<file path="config.mk">
export PLATFORM = sky130hd
export DESIGN_NAME = pipe_ctrl_top
export DESIGN_NICKNAME = d
export VERILOG_FILES = /design/src/common/pipe_ctrl_pkg.sv /design/src/source/fetch_stage.sv /design/src/source/stage_reg.sv /design/src/hazard/hazard_unit.sv /design/src/source/exec_stage.sv /design/src/source/mem_stage.sv /design/src/source/pipe_ctrl_top.sv
export SDC_FILE = /design/constraint.sdc
export NUM_CORES = 1
export LEC_CHECK = 0
export ABC_AREA = 1
export BUFFER_PORTS_ARGS = -buffer_cell sky130_fd_sc_hd__buf_4
export CAP_MARGIN = 20
export CELL_PAD_IN_SITES_DETAIL_PLACEMENT = 1
export CELL_PAD_IN_SITES_GLOBAL_PLACEMENT = 2
export CORE_UTILIZATION = 33
export CTS_CLUSTER_DIAMETER = 40
export DETAILED_ROUTE_END_ITERATION = 6
export GPL_TIMING_DRIVEN = 0
export PLACE_DENSITY = 0.8
export SLEW_MARGIN = 20
export SYNTH_ARGS = -nofsm -noshare
export SYNTH_HDL_FRONTEND = slang
export SYNTH_SLANG_ARGS = --single-unit
</file>
<file path="constraint.sdc">
create_clock -name CLK -period 4.9 [get_ports CLK]
set_input_delay 0.735 -clock CLK [delete_from_list [all_inputs] [get_ports CLK]]
set_output_delay 0.735 -clock CLK [all_outputs]
set_load 0.03 [all_outputs]
</file>
<file path="src/common/pipe_ctrl_pkg.sv">
// shared types: word, register index, instruction token, stage payloads, retire and trap records
`default_nettype none

package pipe_ctrl_pkg;

    typedef logic [31:0] word_t;    // pc or data address
    typedef logic [4:0]  reg_idx_t; // x0 never creates a hazard

    // instruction class as delivered by the decoder ahead of imem
    typedef enum logic [2:0] {
        OP_ALU    = 3'd0, // single cycle, result forwardable
        OP_MUL    = 3'd1, // holds execute for several cycles
        OP_LOAD   = 3'd2, // result only available at the end of mem
        OP_STORE  = 3'd3,
        OP_JUMP   = 3'd4, // always redirects
        OP_BRANCH = 3'd5, // redirects only when mispredicted
        OP_ECALL  = 3'd6, // environment call, traps in mem
        OP_HALT   = 3'd7  // stops the pipe once retired
    } op_e;

    // decoded token coming back on imem_rdata
    typedef struct packed {
        op_e      op;
        reg_idx_t rd;
        reg_idx_t rs1;
        reg_idx_t rs2;
        logic     mispredict; // branch went the other way than fetch assumed
        word_t    target;     // branch/jump target, or effective address for load/store
        logic     insn_fault; // fetch side fault on this token
    } insn_t;

    // fetch -> execute
    typedef struct packed {
        word_t pc;
        insn_t insn;
    } fe_ex_t;

    // execute -> memory
    typedef struct packed {
        word_t pc;
        insn_t insn;
        logic  pend_exc; // insn fault or ecall, raised once it reaches mem
    } ex_mem_t;

    typedef enum logic [2:0] {
        CAUSE_INSN_FAULT  = 3'd0,
        CAUSE_ECALL       = 3'd1,
        CAUSE_LOAD_FAULT  = 3'd2,
        CAUSE_STORE_FAULT = 3'd3,
        CAUSE_INTERRUPT   = 3'd4
    } cause_e;

    typedef struct packed {
        word_t    pc;
        reg_idx_t rd;
    } retire_t;

    typedef struct packed {
        word_t  epc;
        cause_e cause;
    } trap_t;

endpackage

`default_nettype wire

</file>
<file path="src/source/fetch_stage.sv">
// fetch_stage: pc register, imem request and wait, fe_ex payload from the accepted token
`default_nettype none

module fetch_stage #(
    parameter pipe_ctrl_pkg::word_t RESET_PC    = 32'h0000_0000,
    parameter pipe_ctrl_pkg::word_t TRAP_VECTOR = 32'h0000_0100
) (
    input  wire logic                   CLK,
    input  wire logic                   rst,
    input  wire logic                   pc_en,         // pc may move this cycle
    input  wire logic                   npc_sel,       // take npc instead of pc+4
    input  wire pipe_ctrl_pkg::word_t   npc,
    input  wire logic                   trap_valid,
    input  wire logic                   suppress_iren, // redirect imminent
    output pipe_ctrl_pkg::word_t        imem_addr,
    output logic                        imem_ren,
    input  wire pipe_ctrl_pkg::insn_t   imem_rdata,
    input  wire logic                   imem_busy,
    output logic                        wait_for_imem,
    output pipe_ctrl_pkg::fe_ex_t       fetch_out,
    output logic                        fetch_valid
);
    import pipe_ctrl_pkg::*;

    word_t pc; // address of the token currently requested

    // trap vector beats an execute redirect, which beats sequential flow
    always_ff @(posedge CLK) begin
        if (rst) begin
            pc <= RESET_PC;
        end else if (pc_en) begin
            if (trap_valid) begin
                pc <= TRAP_VECTOR;
            end else if (npc_sel) begin
                pc <= npc; // jump or mispredicted branch
            end else begin
                pc <= pc + 32'd4;
            end
        end
    end

    assign imem_addr     = pc;
    assign imem_ren      = !suppress_iren;         // held high across busy cycles
    assign wait_for_imem = imem_ren && imem_busy;  // request out, no token yet
    assign fetch_valid   = imem_ren && !imem_busy; // token accepted this cycle

    // token and its pc travel together into execute
    assign fetch_out.pc   = pc;
    assign fetch_out.insn = imem_rdata;

endmodule

`default_nettype wire

</file>
<file path="src/source/stage_reg.sv">
// stage_reg: generic pipeline register with valid bit, stall and flush
`default_nettype none

module stage_reg #(
    parameter type PAYLOAD = logic
) (
    input  wire logic    CLK,
    input  wire logic    rst,
    input  wire logic    stall,    // hold contents
    input  wire logic    flush,    // drop contents, wins over stall
    input  wire logic    in_valid,
    input  wire PAYLOAD  in_data,
    output logic         out_valid,
    output PAYLOAD       out_data
);

    always_ff @(posedge CLK) begin
        if (rst || flush) begin
            out_valid <= 1'b0; // bubble
        end else if (!stall) begin
            out_valid <= in_valid;
        end
    end

    // payload only matters while out_valid is set
    always_ff @(posedge CLK) begin
        if (!stall) begin
            out_data <= in_data;
        end
    end

endmodule

`default_nettype wire

</file>
<file path="src/hazard/hazard_unit.sv">
// hazard_unit: load-use detection, stall/flush/pc_en priority, trap decision and epc select
`default_nettype none

module hazard_unit (
    // fetch side
    input  wire pipe_ctrl_pkg::word_t    fetch_pc,
    input  wire logic                    fetch_valid,
    input  wire logic                    wait_for_imem,
    // execute side
    input  wire pipe_ctrl_pkg::fe_ex_t   ex_in,
    input  wire logic                    ex_valid,
    input  wire logic                    branch_jump,
    input  wire pipe_ctrl_pkg::word_t    target,
    input  wire logic                    ex_busy,
    // memory side
    input  wire pipe_ctrl_pkg::ex_mem_t  mem_in,
    input  wire logic                    mem_valid,
    input  wire logic                    wait_for_dmem,
    input  wire logic                    mem_exception,
    input  wire pipe_ctrl_pkg::cause_e   mem_cause,
    input  wire logic                    intr,
    // pc control
    output logic                         pc_en,
    output logic                         npc_sel,
    output pipe_ctrl_pkg::word_t         npc,
    // stage register control
    output logic                         if_ex_stall,
    output logic                         if_ex_flush,
    output logic                         ex_mem_stall,
    output logic                         ex_mem_flush,
    output logic                         suppress_iren,
    output logic                         suppress_data,
    // trap strobe
    output logic                         trap_valid,
    output pipe_ctrl_pkg::trap_t         trap
);
    import pipe_ctrl_pkg::*;

    reg_idx_t rd_m;
    reg_idx_t rs1_e;
    reg_idx_t rs2_e;
    logic     load_in_mem;
    logic     rs1_match;
    logic     rs2_match;
    logic     load_use;
    logic     halt_in_mem;
    logic     intr_take;
    logic     jump_go;
    logic     redirect;

    assign rd_m  = mem_in.insn.rd;
    assign rs1_e = ex_in.insn.rs1;
    assign rs2_e = ex_in.insn.rs2;

    // load result is not ready until mem finishes, everything else forwards
    assign load_in_mem = mem_valid && (mem_in.insn.op == OP_LOAD) && !mem_in.pend_exc;
    assign rs1_match   = (rs1_e == rd_m) && (rd_m != '0);
    assign rs2_match   = (rs2_e == rd_m) && (rd_m != '0);
    assign load_use    = load_in_mem && ex_valid && (rs1_match || rs2_match);

    // a halt parks in mem for good, mem_stage blocks its second retire
    assign halt_in_mem = mem_valid && (mem_in.insn.op == OP_HALT) && !mem_in.pend_exc;

    // interrupts wait for a pending dmem access and never override an exception
    assign intr_take  = intr && !mem_exception && !wait_for_dmem && !halt_in_mem;
    assign trap_valid = mem_exception || intr_take;

    // redirect from execute only once the branch is free to move on to mem
    assign jump_go  = branch_jump && !ex_mem_stall && !load_use && !trap_valid;
    assign redirect = trap_valid || jump_go;

    assign npc_sel = jump_go;
    assign npc     = target;

    // a stall of mem stalls everything behind it
    assign ex_mem_stall = wait_for_dmem || halt_in_mem;
    assign if_ex_stall  = ex_mem_stall
                       || ((ex_busy || load_use) && !trap_valid); // trap may kill a busy mul
    // control hazards flush, a lagging fetch feeds bubbles while execute moves
    assign if_ex_flush  = redirect || (wait_for_imem && !if_ex_stall);
    // the jump itself proceeds to mem, only traps clear ex_mem
    assign ex_mem_flush = trap_valid
                       || (if_ex_stall && !ex_mem_stall); // bubble behind a held execute

    // pc moves on an accepted token with room downstream, or on any redirect
    assign pc_en = (fetch_valid && !if_ex_stall) || redirect;

    assign suppress_iren = redirect;                     // no stale request at the old pc
    assign suppress_data = mem_valid && mem_in.pend_exc; // faulting insn must not touch dmem

    // an exception owns the mem slot; on an interrupt the mem insn completes,
    // so the oldest unretired one is in execute, else at fetch
    assign trap.epc   = (mem_valid && !intr_take) ? mem_in.pc
                      : (ex_valid ? ex_in.pc : fetch_pc);
    assign trap.cause = mem_exception ? mem_cause : CAUSE_INTERRUPT;

endmodule

`default_nettype wire

</file>
<file path="src/source/exec_stage.sv">
// exec_stage: jump/branch resolution, mul busy counter, pending exception marking
`default_nettype none

module exec_stage #(
    parameter int MUL_CYCLES = 3 // cycles a mul spends in execute, at least 1
) (
    input  wire logic                    CLK,
    input  wire logic                    rst,
    input  wire pipe_ctrl_pkg::fe_ex_t   ex_in,
    input  wire logic                    ex_valid,
    input  wire logic                    ex_advance,  // execute slot changes at this edge
    output logic                         branch_jump,
    output pipe_ctrl_pkg::word_t         target,
    output logic                         ex_busy,
    output pipe_ctrl_pkg::ex_mem_t       ex_out
);
    import pipe_ctrl_pkg::*;

    localparam int CW = $clog2(MUL_CYCLES + 1);

    logic [CW-1:0] mul_cnt; // cycles the current mul has already spent here
    logic          is_fault;
    logic          is_mul;

    assign is_fault = ex_in.insn.insn_fault; // faulting token does nothing until mem

    // jumps always redirect, branches only on a wrong guess
    assign branch_jump = ex_valid && !is_fault
                      && ((ex_in.insn.op == OP_JUMP)
                      || ((ex_in.insn.op == OP_BRANCH) && ex_in.insn.mispredict));
    assign target = ex_in.insn.target;

    assign is_mul  = ex_valid && !is_fault && (ex_in.insn.op == OP_MUL);
    assign ex_busy = is_mul && (mul_cnt < CW'(MUL_CYCLES - 1));

    always_ff @(posedge CLK) begin
        if (rst) begin
            mul_cnt <= '0;
        end else if (ex_advance) begin
            mul_cnt <= '0; // fresh count for whatever enters next
        end else if (ex_busy) begin
            mul_cnt <= mul_cnt + 1'b1;
        end
    end

    // pending exception rides along and is raised by mem
    assign ex_out.pc       = ex_in.pc;
    assign ex_out.insn     = ex_in.insn;
    assign ex_out.pend_exc = is_fault || (ex_in.insn.op == OP_ECALL);

endmodule

`default_nettype wire

</file>
<file path="src/source/mem_stage.sv">
// mem_stage: dmem request and wait, fault to cause mapping, in-order retire, halted latch
`default_nettype none

module mem_stage (
    input  wire logic                    CLK,
    input  wire logic                    rst,
    input  wire pipe_ctrl_pkg::ex_mem_t  mem_in,
    input  wire logic                    mem_valid,
    input  wire logic                    suppress_data,
    output logic                         dmem_ren,
    output logic                         dmem_wen,
    output pipe_ctrl_pkg::word_t         dmem_addr,
    input  wire logic                    dmem_busy,
    input  wire logic                    dmem_fault,   // valid only in the completing cycle
    output logic                         wait_for_dmem,
    output logic                         mem_exception,
    output pipe_ctrl_pkg::cause_e        mem_cause,
    output logic                         retire_valid,
    output pipe_ctrl_pkg::retire_t       retire,
    output logic                         halted
);
    import pipe_ctrl_pkg::*;

    logic is_load;
    logic is_store;
    logic access;
    logic done_fault;
    logic live; // valid insn and the pipe is still running

    assign live     = mem_valid && !halted;
    assign is_load  = mem_in.insn.op == OP_LOAD;
    assign is_store = mem_in.insn.op == OP_STORE;
    assign access   = live && !suppress_data && (is_load || is_store);

    assign dmem_ren  = access && is_load;
    assign dmem_wen  = access && is_store;
    assign dmem_addr = mem_in.insn.target; // stands in for the effective address

    assign wait_for_dmem = access && dmem_busy;             // request held until not busy
    assign done_fault    = access && !dmem_busy && dmem_fault;

    // pending fault from fetch/execute first, then the dmem response
    assign mem_exception = live && (mem_in.pend_exc || done_fault);
    always_comb begin
        if (mem_in.pend_exc) begin
            mem_cause = mem_in.insn.insn_fault ? CAUSE_INSN_FAULT : CAUSE_ECALL;
        end else begin
            mem_cause = is_load ? CAUSE_LOAD_FAULT : CAUSE_STORE_FAULT;
        end
    end

    // one strobe per insn as it leaves, a trap takes its place on a fault
    assign retire_valid = live && !wait_for_dmem && !mem_exception;
    assign retire.pc    = mem_in.pc;
    assign retire.rd    = mem_in.insn.rd;

    always_ff @(posedge CLK) begin
        if (rst) begin
            halted <= 1'b0;
        end else if (retire_valid && (mem_in.insn.op == OP_HALT)) begin
            halted <= 1'b1; // sticky until reset
        end
    end

endmodule

`default_nettype wire

</file>
<file path="src/source/pipe_ctrl_top.sv">
// pipe_ctrl_top: fetch, if_ex and ex_mem registers, execute, hazard unit and mem stage
`default_nettype none

module pipe_ctrl_top #(
    parameter pipe_ctrl_pkg::word_t RESET_PC    = 32'h0000_0000,
    parameter pipe_ctrl_pkg::word_t TRAP_VECTOR = 32'h0000_0100,
    parameter int                   MUL_CYCLES  = 3
) (
    input  wire logic                   CLK,
    input  wire logic                   rst,
    output pipe_ctrl_pkg::word_t        imem_addr,
    output logic                        imem_ren,
    input  wire pipe_ctrl_pkg::insn_t   imem_rdata,
    input  wire logic                   imem_busy,
    output logic                        dmem_ren,
    output logic                        dmem_wen,
    output pipe_ctrl_pkg::word_t        dmem_addr,
    input  wire logic                   dmem_busy,
    input  wire logic                   dmem_fault,
    input  wire logic                   intr,
    output logic                        retire_valid,
    output pipe_ctrl_pkg::retire_t      retire,
    output logic                        trap_valid,
    output pipe_ctrl_pkg::trap_t        trap,
    output logic                        halted
);
    import pipe_ctrl_pkg::*;

    fe_ex_t  fetch_out;
    fe_ex_t  ex_in;
    ex_mem_t ex_out;
    ex_mem_t mem_in;
    word_t   npc;
    word_t   target;
    cause_e  mem_cause;
    logic    fetch_valid, wait_for_imem, ex_valid, mem_valid;
    logic    pc_en, npc_sel, branch_jump, ex_busy;
    logic    if_ex_stall, if_ex_flush, ex_mem_stall, ex_mem_flush;
    logic    suppress_iren, suppress_data, wait_for_dmem, mem_exception;

    fetch_stage #(.RESET_PC(RESET_PC), .TRAP_VECTOR(TRAP_VECTOR)) u_fetch (
        .CLK, .rst, .pc_en, .npc_sel, .npc, .trap_valid, .suppress_iren,
        .imem_addr, .imem_ren, .imem_rdata, .imem_busy,
        .wait_for_imem, .fetch_out, .fetch_valid
    );

    stage_reg #(.PAYLOAD(fe_ex_t)) u_if_ex (
        .CLK, .rst, .stall(if_ex_stall), .flush(if_ex_flush),
        .in_valid(fetch_valid), .in_data(fetch_out),
        .out_valid(ex_valid), .out_data(ex_in)
    );

    // execute slot turns over whenever if_ex loads or is flushed
    exec_stage #(.MUL_CYCLES(MUL_CYCLES)) u_exec (
        .CLK, .rst, .ex_in, .ex_valid, .ex_advance(!if_ex_stall || if_ex_flush),
        .branch_jump, .target, .ex_busy, .ex_out
    );

    stage_reg #(.PAYLOAD(ex_mem_t)) u_ex_mem (
        .CLK, .rst, .stall(ex_mem_stall), .flush(ex_mem_flush),
        .in_valid(ex_valid), .in_data(ex_out),
        .out_valid(mem_valid), .out_data(mem_in)
    );

    hazard_unit u_hazard (
        .fetch_pc(imem_addr), .fetch_valid, .wait_for_imem,
        .ex_in, .ex_valid, .branch_jump, .target, .ex_busy,
        .mem_in, .mem_valid, .wait_for_dmem, .mem_exception, .mem_cause, .intr,
        .pc_en, .npc_sel, .npc,
        .if_ex_stall, .if_ex_flush, .ex_mem_stall, .ex_mem_flush,
        .suppress_iren, .suppress_data, .trap_valid, .trap
    );

    mem_stage u_mem (
        .CLK, .rst, .mem_in, .mem_valid, .suppress_data,
        .dmem_ren, .dmem_wen, .dmem_addr, .dmem_busy, .dmem_fault,
        .wait_for_dmem, .mem_exception, .mem_cause,
        .retire_valid, .retire, .halted
    );

endmodule

`default_nettype wire

</file>
# Word-level counts from Yosys, hierarchy flattened
# Index checks and enable logic that the tools add are counted.
# op_classes
n_eq_ne	9
magnitude_cmp	1
add_sub_neg	2
muxes	8
n_reduce_logical	72
# ops
op	count
32-bit two-way mux	4
1-bit logical AND	39
32-bit by 3-bit adder with 32-bit output, second input constant	1
1-bit logical OR	16
1-bit zero test	15
3-bit equality test, second input constant	4
5-bit equality test	2
3-bit by 2-bit equality test with 1-bit output, second input constant	2
3-bit two-way mux	2
5-bit nonzero test	1
3-bit by 1-bit equality test with 1-bit output, second input constant	1
2-bit by 1-bit adder with 2-bit output, second input constant	1
2-bit < comparator, second input constant	1
1-bit two-way mux	2
2-bit OR reduction	1
# totals
elab_cells	111
out_inout_bits	142
ff_bits	195

# Longest topological paths before layout
# Gate-level depths: netlist (run 1).
# depth
depth_word	22
ltp_mapped	16

# By module
# From an unflattened synthesis (run 1), not the netlist that was laid out.
# unflattened
hier_cells	1179
area_unflattened_um2	11220.8
# modules_own_cells
mod	seq_area_each_um2	n_inst	area_each_um2	cells_per_inst
fetch_stage	640.6	1	2942.8	495
stage_reg at u_ex_mem	2572.5	1	2601.2	93
stage_reg at u_if_ex	2542.4	1	2571.2	92
hazard_unit	0.0	1	1396.3	259
exec_stage	40.0	1	1017.2	142
mem_stage	20.0	1	684.4	96
pipe_ctrl_top	0.0	1	7.5	2

# Worst setup path before layout (run 1)
# Ideal clock, no wire load.
# synth_path
path_kind	input to register
startpoint	in dmem_fault
endpoint	reg u_fetch.pc[27] (netlist: u_fetch.imem_addr[27])
setup_time_ns	0.064
arrival_time_ns	4.332
cell_stages	13
n_path_buf	1
required_ns	4.836
setup_slack_ns	0.504
cell_sequence	inv_1 > nor2_1 > nand3_1 > nand2_2 > nand2_4 > nand2_8 > inv_6 > a21oi_2 > nand2_4 > buf_6 > nand3_1 > nand2_1 > nor2_1
# synth_between
elab_chain_len	15
word_cells_on_any_way	20
# synth_lines
element	line	text
start, declared	pipe_ctrl_top.sv:19	input wire logic dmem_fault,
1-bit logical AND *	mem_stage.sv:40	assign done_fault = access && !dmem_busy && dmem_fault;
1-bit logical OR *	mem_stage.sv:43	assign mem_exception = live && (mem_in.pend_exc || done_fault);
1-bit logical AND *	mem_stage.sv:43	
1-bit zero test	hazard_unit.sv:65	assign intr_take = intr && !mem_exception && !wait_for_dmem && !halt_in_mem;
1-bit logical AND (3 in a row)	hazard_unit.sv:65	
1-bit logical OR *	hazard_unit.sv:66	assign trap_valid = mem_exception || intr_take;
1-bit zero test	hazard_unit.sv:69, hazard_unit.sv:78	
1-bit logical AND	hazard_unit.sv:69	assign jump_go = branch_jump && !ex_mem_stall && !load_use && !trap_valid;
1-bit logical OR	hazard_unit.sv:70	assign redirect = trap_valid || jump_go;
1-bit zero test	fetch_stage.sv:43	assign imem_ren = !suppress_iren;
1-bit logical AND	fetch_stage.sv:45	assign fetch_valid = imem_ren && !imem_busy;
1-bit logical AND	hazard_unit.sv:86	assign pc_en = (fetch_valid && !if_ex_stall) || redirect;
1-bit logical OR	hazard_unit.sv:86	
end signal, assigned	fetch_stage.sv:35	pc <= npc;
end signal, assigned	fetch_stage.sv:37	pc <= pc + 32'd4;
end, declared	fetch_stage.sv:25	word_t pc;
# Mark *: on every way between the ends. The rest lies on a longest branch, timed or not.
# A chain may end at the register's enable or synchronous reset.

# Worst setup path after layout (run 1)
# layout_path
startpoint	reg u_ex_mem.out_data[52] in the netlist's numbering
endpoint	out imem_ren
# layout_between
elab_chain_len	16
word_cells_on_any_way	32
# layout_lines
element	line	text
start, declared	stage_reg.sv:14	output PAYLOAD out_data
start signal, assigned	stage_reg.sv:28	out_data <= in_data;
3-bit by 2-bit equality test with 1-bit output (on tied branches)	hazard_unit.sv:56, mem_stage.sv:31, mem_stage.sv:32	
1-bit logical OR	mem_stage.sv:33	assign access = live && !suppress_data && (is_load || is_store);
1-bit logical AND	mem_stage.sv:33	
1-bit logical AND (2 in a row)	mem_stage.sv:40	
1-bit logical OR	mem_stage.sv:43	
1-bit logical AND	mem_stage.sv:43	
1-bit zero test	hazard_unit.sv:65	
1-bit logical AND (3 in a row)	hazard_unit.sv:65	
1-bit logical OR	hazard_unit.sv:66	
1-bit zero test	hazard_unit.sv:69	
1-bit logical AND	hazard_unit.sv:69	
1-bit logical OR *	hazard_unit.sv:70	
1-bit zero test *	fetch_stage.sv:43	
end, declared	pipe_ctrl_top.sv:12	output logic imem_ren,
# Marked as above.

==> results of run 1 <==
final timing paths:
path	cells after the start	end
setup / recovery	10	imem_ren
hold / removal	0	u_ex_mem.out_data[45]$_DFFE_PN_
setup reg to reg	14	u_fetch.imem_addr[19]$_SDFFE_PP0P_
hold reg to reg	0	u_ex_mem.out_data[45]$_DFFE_PN_
layer usage:
metal	wire length, microns	up-vias	global-route usage, %
li1	-	3491	-
met1	12600	3365	26.4
met2	12500	170	31.7
met3	1280	11	3.34
met4	171	0	4.90
met5	0	-	0
through the flow:
step	setup WS, ps	area (sq um)	hold slack, ps	utilization, %
3_3_place_gp	-1260	11000	400	40.9
2_1_floorplan	504	9140	400	-
3_5_place_dp	1640	11200	406	41.4
6_report	1540	11800	425	43.7
5_1_grt	1310	11800	441	43.7
4_1_cts	1460	11800	427	43.7
kinds of logic after synthesis:
kind of cell             count (synthesis)
buffers and inverters                  196
adder cells (fa/ha/maj)                  1
AND/OR/NAND/NOR                        445
XOR/XNOR                                24
flip-flops                             195
AO/OA/AOI/OAI                           87
layout by cell type (no fill, tap or decap), types with 2 or more instances in the layout:
cell type and n:
sky130_fd_sc_hd__nand2_4 4, sky130_fd_sc_hd__o21ai_1 17, sky130_fd_sc_hd__clkbuf_1 14, sky130_fd_sc_hd__nor3_1 6
sky130_fd_sc_hd__o21ai_0 12, sky130_fd_sc_hd__xnor2_1 4, sky130_fd_sc_hd__nor2_4 2, sky130_fd_sc_hd__nand4_1 4
sky130_fd_sc_hd__clkinv_4 2, sky130_fd_sc_hd__clkinv_8 5, sky130_fd_sc_hd__dfxtp_1 37, sky130_fd_sc_hd__a21oi_1 19
sky130_fd_sc_hd__nand3_1 44, sky130_fd_sc_hd__clkbuf_16 17, sky130_fd_sc_hd__nand2_2 4, sky130_fd_sc_hd__nand3_2 2
sky130_fd_sc_hd__nor2_2 3, sky130_fd_sc_hd__inv_8 4, sky130_fd_sc_hd__inv_2 6, sky130_fd_sc_hd__nor4_1 5
sky130_fd_sc_hd__edfxtp_1 158, sky130_fd_sc_hd__buf_6 4, sky130_fd_sc_hd__buf_1 4, sky130_fd_sc_hd__nor2_1 144
sky130_fd_sc_hd__a31oi_1 32, sky130_fd_sc_hd__a211oi_1 2, sky130_fd_sc_hd__inv_1 85, sky130_fd_sc_hd__inv_6 2
sky130_fd_sc_hd__xor2_1 20, sky130_fd_sc_hd__buf_2 9, sky130_fd_sc_hd__buf_4 269, sky130_fd_sc_hd__buf_16 5
sky130_fd_sc_hd__clkinvlp_4 2, sky130_fd_sc_hd__nand2_1 223
registers in the layout, summed over array words and instances (netlist names):
register,cells
u_ex_mem.out_data,74
u_mem.halted,1
u_if_ex.out_data,84
u_fetch.imem_addr,32
u_if_ex.out_valid,1
u_ex_mem.out_valid,1
u_exec.mul_cnt,2
where the power goes:
group          switching, mW  internal [mW]
Clock                  0.723          0.696
Combinational          0.314          0.217
Sequential            0.0733           1.88
Total                   1.11           2.79
worst register-to-register path, stage by stage, from the launching register on:
cell                       delay, ps
sky130_fd_sc_hd__edfxtp_1        430
sky130_fd_sc_hd__inv_1           140
sky130_fd_sc_hd__nand2_1          70
sky130_fd_sc_hd__nand2_1          70
sky130_fd_sc_hd__nor2_1           50
sky130_fd_sc_hd__nand3_1          80
sky130_fd_sc_hd__nand2_1          60
sky130_fd_sc_hd__nand2_1         160
sky130_fd_sc_hd__nand2_1         150
sky130_fd_sc_hd__a21oi_4         670
sky130_fd_sc_hd__buf_16          260
sky130_fd_sc_hd__nand2_4         120
sky130_fd_sc_hd__nand3_1          90
sky130_fd_sc_hd__nand2_1          60
sky130_fd_sc_hd__nor2_1          240
cell type report:
class | instances | area, sq um | share of cell area, %
buffer | 103 | 696 | 5.89
clock inverter | 15 | 184 | 1.56
clock buffer | 17 | 425 | 3.60
sequential | 195 | 5490 | 46.5
timing repair buffer | 203 | 1620 | 13.8
inverter | 93 | 357 | 3.02
multi-input combinational | 557 | 2610 | 22.1
tap | 341 | 427 | 3.61
==> metrics.cfg, run 1 <==
[run_status]
status=finished clean

[timing]
period_needed_ps=3360
final.period_utilization_pct=68.6
tns_ps=0
slew_headroom_pct=46.3
fmax_ghz=0.298
number_of_failing_hold_endpoints_at_the_final_stage=0
timing.clock.skew_ps=19.0
setup_viol=0
slew_violations=0
rsz0062_at_grt=no
worst_slew_pin_slew_ps=804

[yosys]
netlist.area_leader.share_pct=51.9
synth-simple-area-share_pct=20.4
synth_compound_gate_area_share_pct=5.61
ys.flop_type=sky130_fd_sc_hd__edfxtp_1
synth.most_common_cell=sky130_fd_sc_hd__nand2_1
synth.cell_area_sq_um=9140
synthTopCellsByArea=sky130_fd_sc_hd__edfxtp_1, sky130_fd_sc_hd__nand2_1, sky130_fd_sc_hd__dfxtp_1, sky130_fd_sc_hd__nor2_1, sky130_fd_sc_hd__buf_4
syn-instance-count=948
synth.area.mux_share_pct=0
yosys.area.top_type=sky130_fd_sc_hd__edfxtp_1
synth-adder-area-share_pct=0.137
ys_top_cells_by_count=sky130_fd_sc_hd__nand2_1, sky130_fd_sc_hd__edfxtp_1, sky130_fd_sc_hd__nor2_1
main_combinational_cell_family_by_area_after_synthesis=simple AND/OR/NAND/NOR gates
synthDistinctLibCells=39
synthArstFlopShare_pct=0
synthXorXnorAreaFrac_pct=2.30
number_of_synthesized_register_bits=195
postSynthNetCount=1007
yosysWarnings=0
syn-mean-instance-area_sq_um=9.64
seq_area_frac_synth_pct=60.0
synth-edff-count=158

[route]
drt-total-wl_microns=26500
route.detailed.vias_per_inst=4.62
drt_drc_violations_left=0
route.antenna.remaining_nets=0
routed-via-count=7037
drtIter0Drc=313
drtPass1Iterations=5
wl_per_cell_microns=17.4

[cts]
cts_tree=built
cts_repair_resize_count=0
ctsHtreeMaxLevel=4
clk_tree_root_cell=sky130_fd_sc_hd__clkbuf_16
max-clock-path-buffers=2
cts_buffers=17
post_cts_buffers=0
path_clk_slew_ps=90
cts_num_sinks=195
cts_hold_buf=0
insertion_delay_ps=440

[power_and_ir_drop]
powerDensity_nw_per_um2=330
power.total_mw=3.90
ir_worst_vdd_mv=0.227
power.leakage_nw=5.33

[layout]
antenna_cells=0
non_filler_cells_final=1524
design.final.nets=1229
fill_cells=3106
area_delta_synth_final_pct=29.2
layout-drive-gt1-share_pct=29.6

[critical_path]
timing.critical_path.cells=nor3_1 > nand4_1 > nor2_1 > nand2_1 > nand2_4 > nand2_4 > buf_6 > inv_2 > buf_2 > buf_4
criticalPathCategory=reg2out
setup.worst_path.end_class=primary output
crit_path_max_fanout=10
rr_startpoint=u_ex_mem.out_data[48]$_DFFE_PN_
critical_path.n_buffers_inverters=4
critical_path_source=u_ex_mem.out_data[52]$_DFFE_PN_
cp_slowest_stage_delay_ps=430
critical_path_arrival_ps=2630
start_kind=flop
ff_to_ff_setup_slack_ps=2150
critical-path-top-delay-family=simple AND/OR/NAND/NOR gates
timing.critical_path.required_ps=4160
slowest_library_cell_on_the_worst_path=sky130_fd_sc_hd__edfxtp_1
timing.critical_path.mode_cell=sky130_fd_sc_hd__nand2_4

[floorplan]
pin_count=200
die_h_microns=168
die_w_microns=168
placementRows=60
die_area_sq_um=28400
core_area_sq_um=27000
floorplan.initialDensity_pct=33.8

[worst_hold_path]
hold_path.startpoint=u_if_ex.out_data[44]$_DFFE_PP_
worstHoldPathType=reg2reg

[grt]
grt_pass1_vias=7240
grt_antenna_before_repair=0
grt_use_total_pct=19.3
globalRouteOverflowTotal=0
grt_start_max_net_pins=43
grt_first_pass_wirelength_microns=41500

[flow_run]
drv_cap=0

[placement]
hpwl_microns=20100
place_inst=1492
portBuffers=198
gp_congestion=0.814

No activity file was read; power rests on OpenSTA's default activity.
==> run 2, diff against run 1 <==
==> constraint.sdc (replaced) <==
create_clock -name CLK -period 3.31 [get_ports CLK]
set_input_delay 0.4965 -clock CLK [delete_from_list [all_inputs] [get_ports CLK]]
set_output_delay 0.4965 -clock CLK [all_outputs]
set_load 0.03 [all_outputs]
==> metrics.cfg, run 2 (synthesis gave the netlist of run 1 again) <==
[run_status]
status=finished clean

[critical_path]
critical_path_arrival_ps=2610
criticalPathCategory=reg2out
crit_path_max_fanout=10
setup.worst_path.end_class=primary output
start_kind=flop
timing.critical_path.required_ps=2810

[timing]
period_needed_ps=3110
timing.clock.skew_ps=15.5
rsz0062_at_grt=no
number_of_failing_hold_endpoints_at_the_final_stage=0
fmax_ghz=0.322
slew_headroom_pct=45.4
slew_violations=0
setup_viol=0
tns_ps=0
final.period_utilization_pct=93.9
worst_slew_pin_slew_ps=817

[cts]
clk_tree_root_cell=sky130_fd_sc_hd__clkbuf_16
cts_buffers=17
ctsHtreeMaxLevel=4
max-clock-path-buffers=2
cts_repair_resize_count=0
post_cts_buffers=0
path_clk_slew_ps=80
cts_num_sinks=195
insertion_delay_ps=440
cts_tree=built
cts_hold_buf=0

[grt]
grt_start_max_net_pins=43
globalRouteOverflowTotal=0
grt_first_pass_wirelength_microns=41600
grt_use_total_pct=19.5
grt_pass1_vias=7260
grt_antenna_before_repair=0

[worst_hold_path]
worstHoldPathType=in2reg

[route]
wl_per_cell_microns=17.7
route.detailed.vias_per_inst=4.65
route.antenna.remaining_nets=0
drt-total-wl_microns=27000
routed-via-count=7088
drtPass1Iterations=4
drtIter0Drc=331
drt_drc_violations_left=0

[floorplan]
pin_count=200
die_w_microns=168
die_area_sq_um=28400
floorplan.initialDensity_pct=33.8
die_h_microns=168
placementRows=60
core_area_sq_um=27000

[flow_run]
drv_cap=0

[power_and_ir_drop]
combinationalPowerShare_pct=13.7
power.leakage_nw=5.33
powerDensity_nw_per_um2=488
p_seq_share_pct=50.2
net-switching-power_mw=1.64
power.internal_mw=4.12
p_sw_share_pct=28.5
ir_worst_vdd_mv=0.278
clockPowerShare_pct=36.0

[layout]
design.final.nets=1229
largest_register_ffs=84
fill_cells=3107
layout-drive-gt1-share_pct=29.8
antenna_cells=0
most-common-layout-cells=sky130_fd_sc_hd__buf_4, sky130_fd_sc_hd__nand2_1, sky130_fd_sc_hd__edfxtp_1
area_delta_synth_final_pct=29.0
final_common_cell=sky130_fd_sc_hd__buf_4
fin_area_sq_um=11800
registers.top_by_ff_count=u_if_ex.out_data
non_filler_cells_final=1524

[placement]
portBuffers=198
place_inst=1492
gp_congestion=0.813
hpwl_microns=20300
detailed_place.area_sq_um=11200

-- run 2: critical path, stage by stage, from the launching register on --
cell	delay, ps
sky130_fd_sc_hd__edfxtp_1	430
sky130_fd_sc_hd__nor3_1	290
sky130_fd_sc_hd__nand4_1	210
sky130_fd_sc_hd__nor2_1	130
sky130_fd_sc_hd__nand2_1	150
sky130_fd_sc_hd__nand2_4	150
sky130_fd_sc_hd__nand2_4	80
sky130_fd_sc_hd__buf_6	150
sky130_fd_sc_hd__inv_2	70
sky130_fd_sc_hd__buf_2	300
sky130_fd_sc_hd__buf_4	230
-- run 2: power groups by stage --
stage | Clock [mW] | Combinational (mW) | Sequential (mW)
3_3_place_gp | 0 | 0.784 | 2.94
2_1_floorplan | 0 | 0.458 | 2.94
6_report | 2.07 | 0.789 | 2.89
5_1_grt | 2.22 | 0.846 | 2.91
4_1_cts | 2.13 | 0.797 | 2.89
3_5_place_dp | 0 | 0.795 | 2.95
-- run 2: path summary, 6_finish.rpt --
check / cells after the start / slack (ps) / end / from
worst max-delay path: 10 / 200 / imem_ren / u_ex_mem.out_data[52]$_DFFE_PN_
worst min-delay path: 1 / 220 / u_if_ex.out_data[37]$_DFFE_PP_ / imem_rdata[37]
worst max register to register: 12 / 540 / u_if_ex.out_data[71]$_DFFE_PP_ / u_ex_mem.out_data[0]$_DFFE_PN_
worst min register to register: 0 / 420 / u_ex_mem.out_data[48]$_DFFE_PN_ / u_if_ex.out_data[47]$_DFFE_PP_
-- run 2: metal layers --
metal,vias up,GRT usage [%],share of wire (%)
li1,3483,-,-
met1,3407,26.4,47
met2,178,32.2,47
met3,20,3.08,4.6
met4,0,5.22,1.1
met5,-,0,0
-- run 2: metrics by stage --
stage / util [%] / power, mW / setup slack, ps / hold slack (ps)
2_1_floorplan: - / 3.40 / 45.5 / 400
3_3_place_gp: 40.9 / 3.72 / -1200 / 401
3_5_place_dp: 41.4 / 3.74 / 458 / 405
4_1_cts: 43.6 / 5.82 / 161 / 204
5_1_grt: 43.6 / 5.98 / 103 / 202
6_report: 43.6 / 5.75 / 201 / 225
-- run 2: layout make-up --
type | instances | area, sq um | area share, %
sequential | 195 | 5490 | 46.5
multi-input combinational | 557 | 2610 | 22.1
timing repair buffer | 203 | 1620 | 13.8
buffer | 103 | 699 | 5.94
tap | 341 | 427 | 3.62
clock buffer | 17 | 425 | 3.61
inverter | 93 | 357 | 3.03
clock inverter | 15 | 158 | 1.34
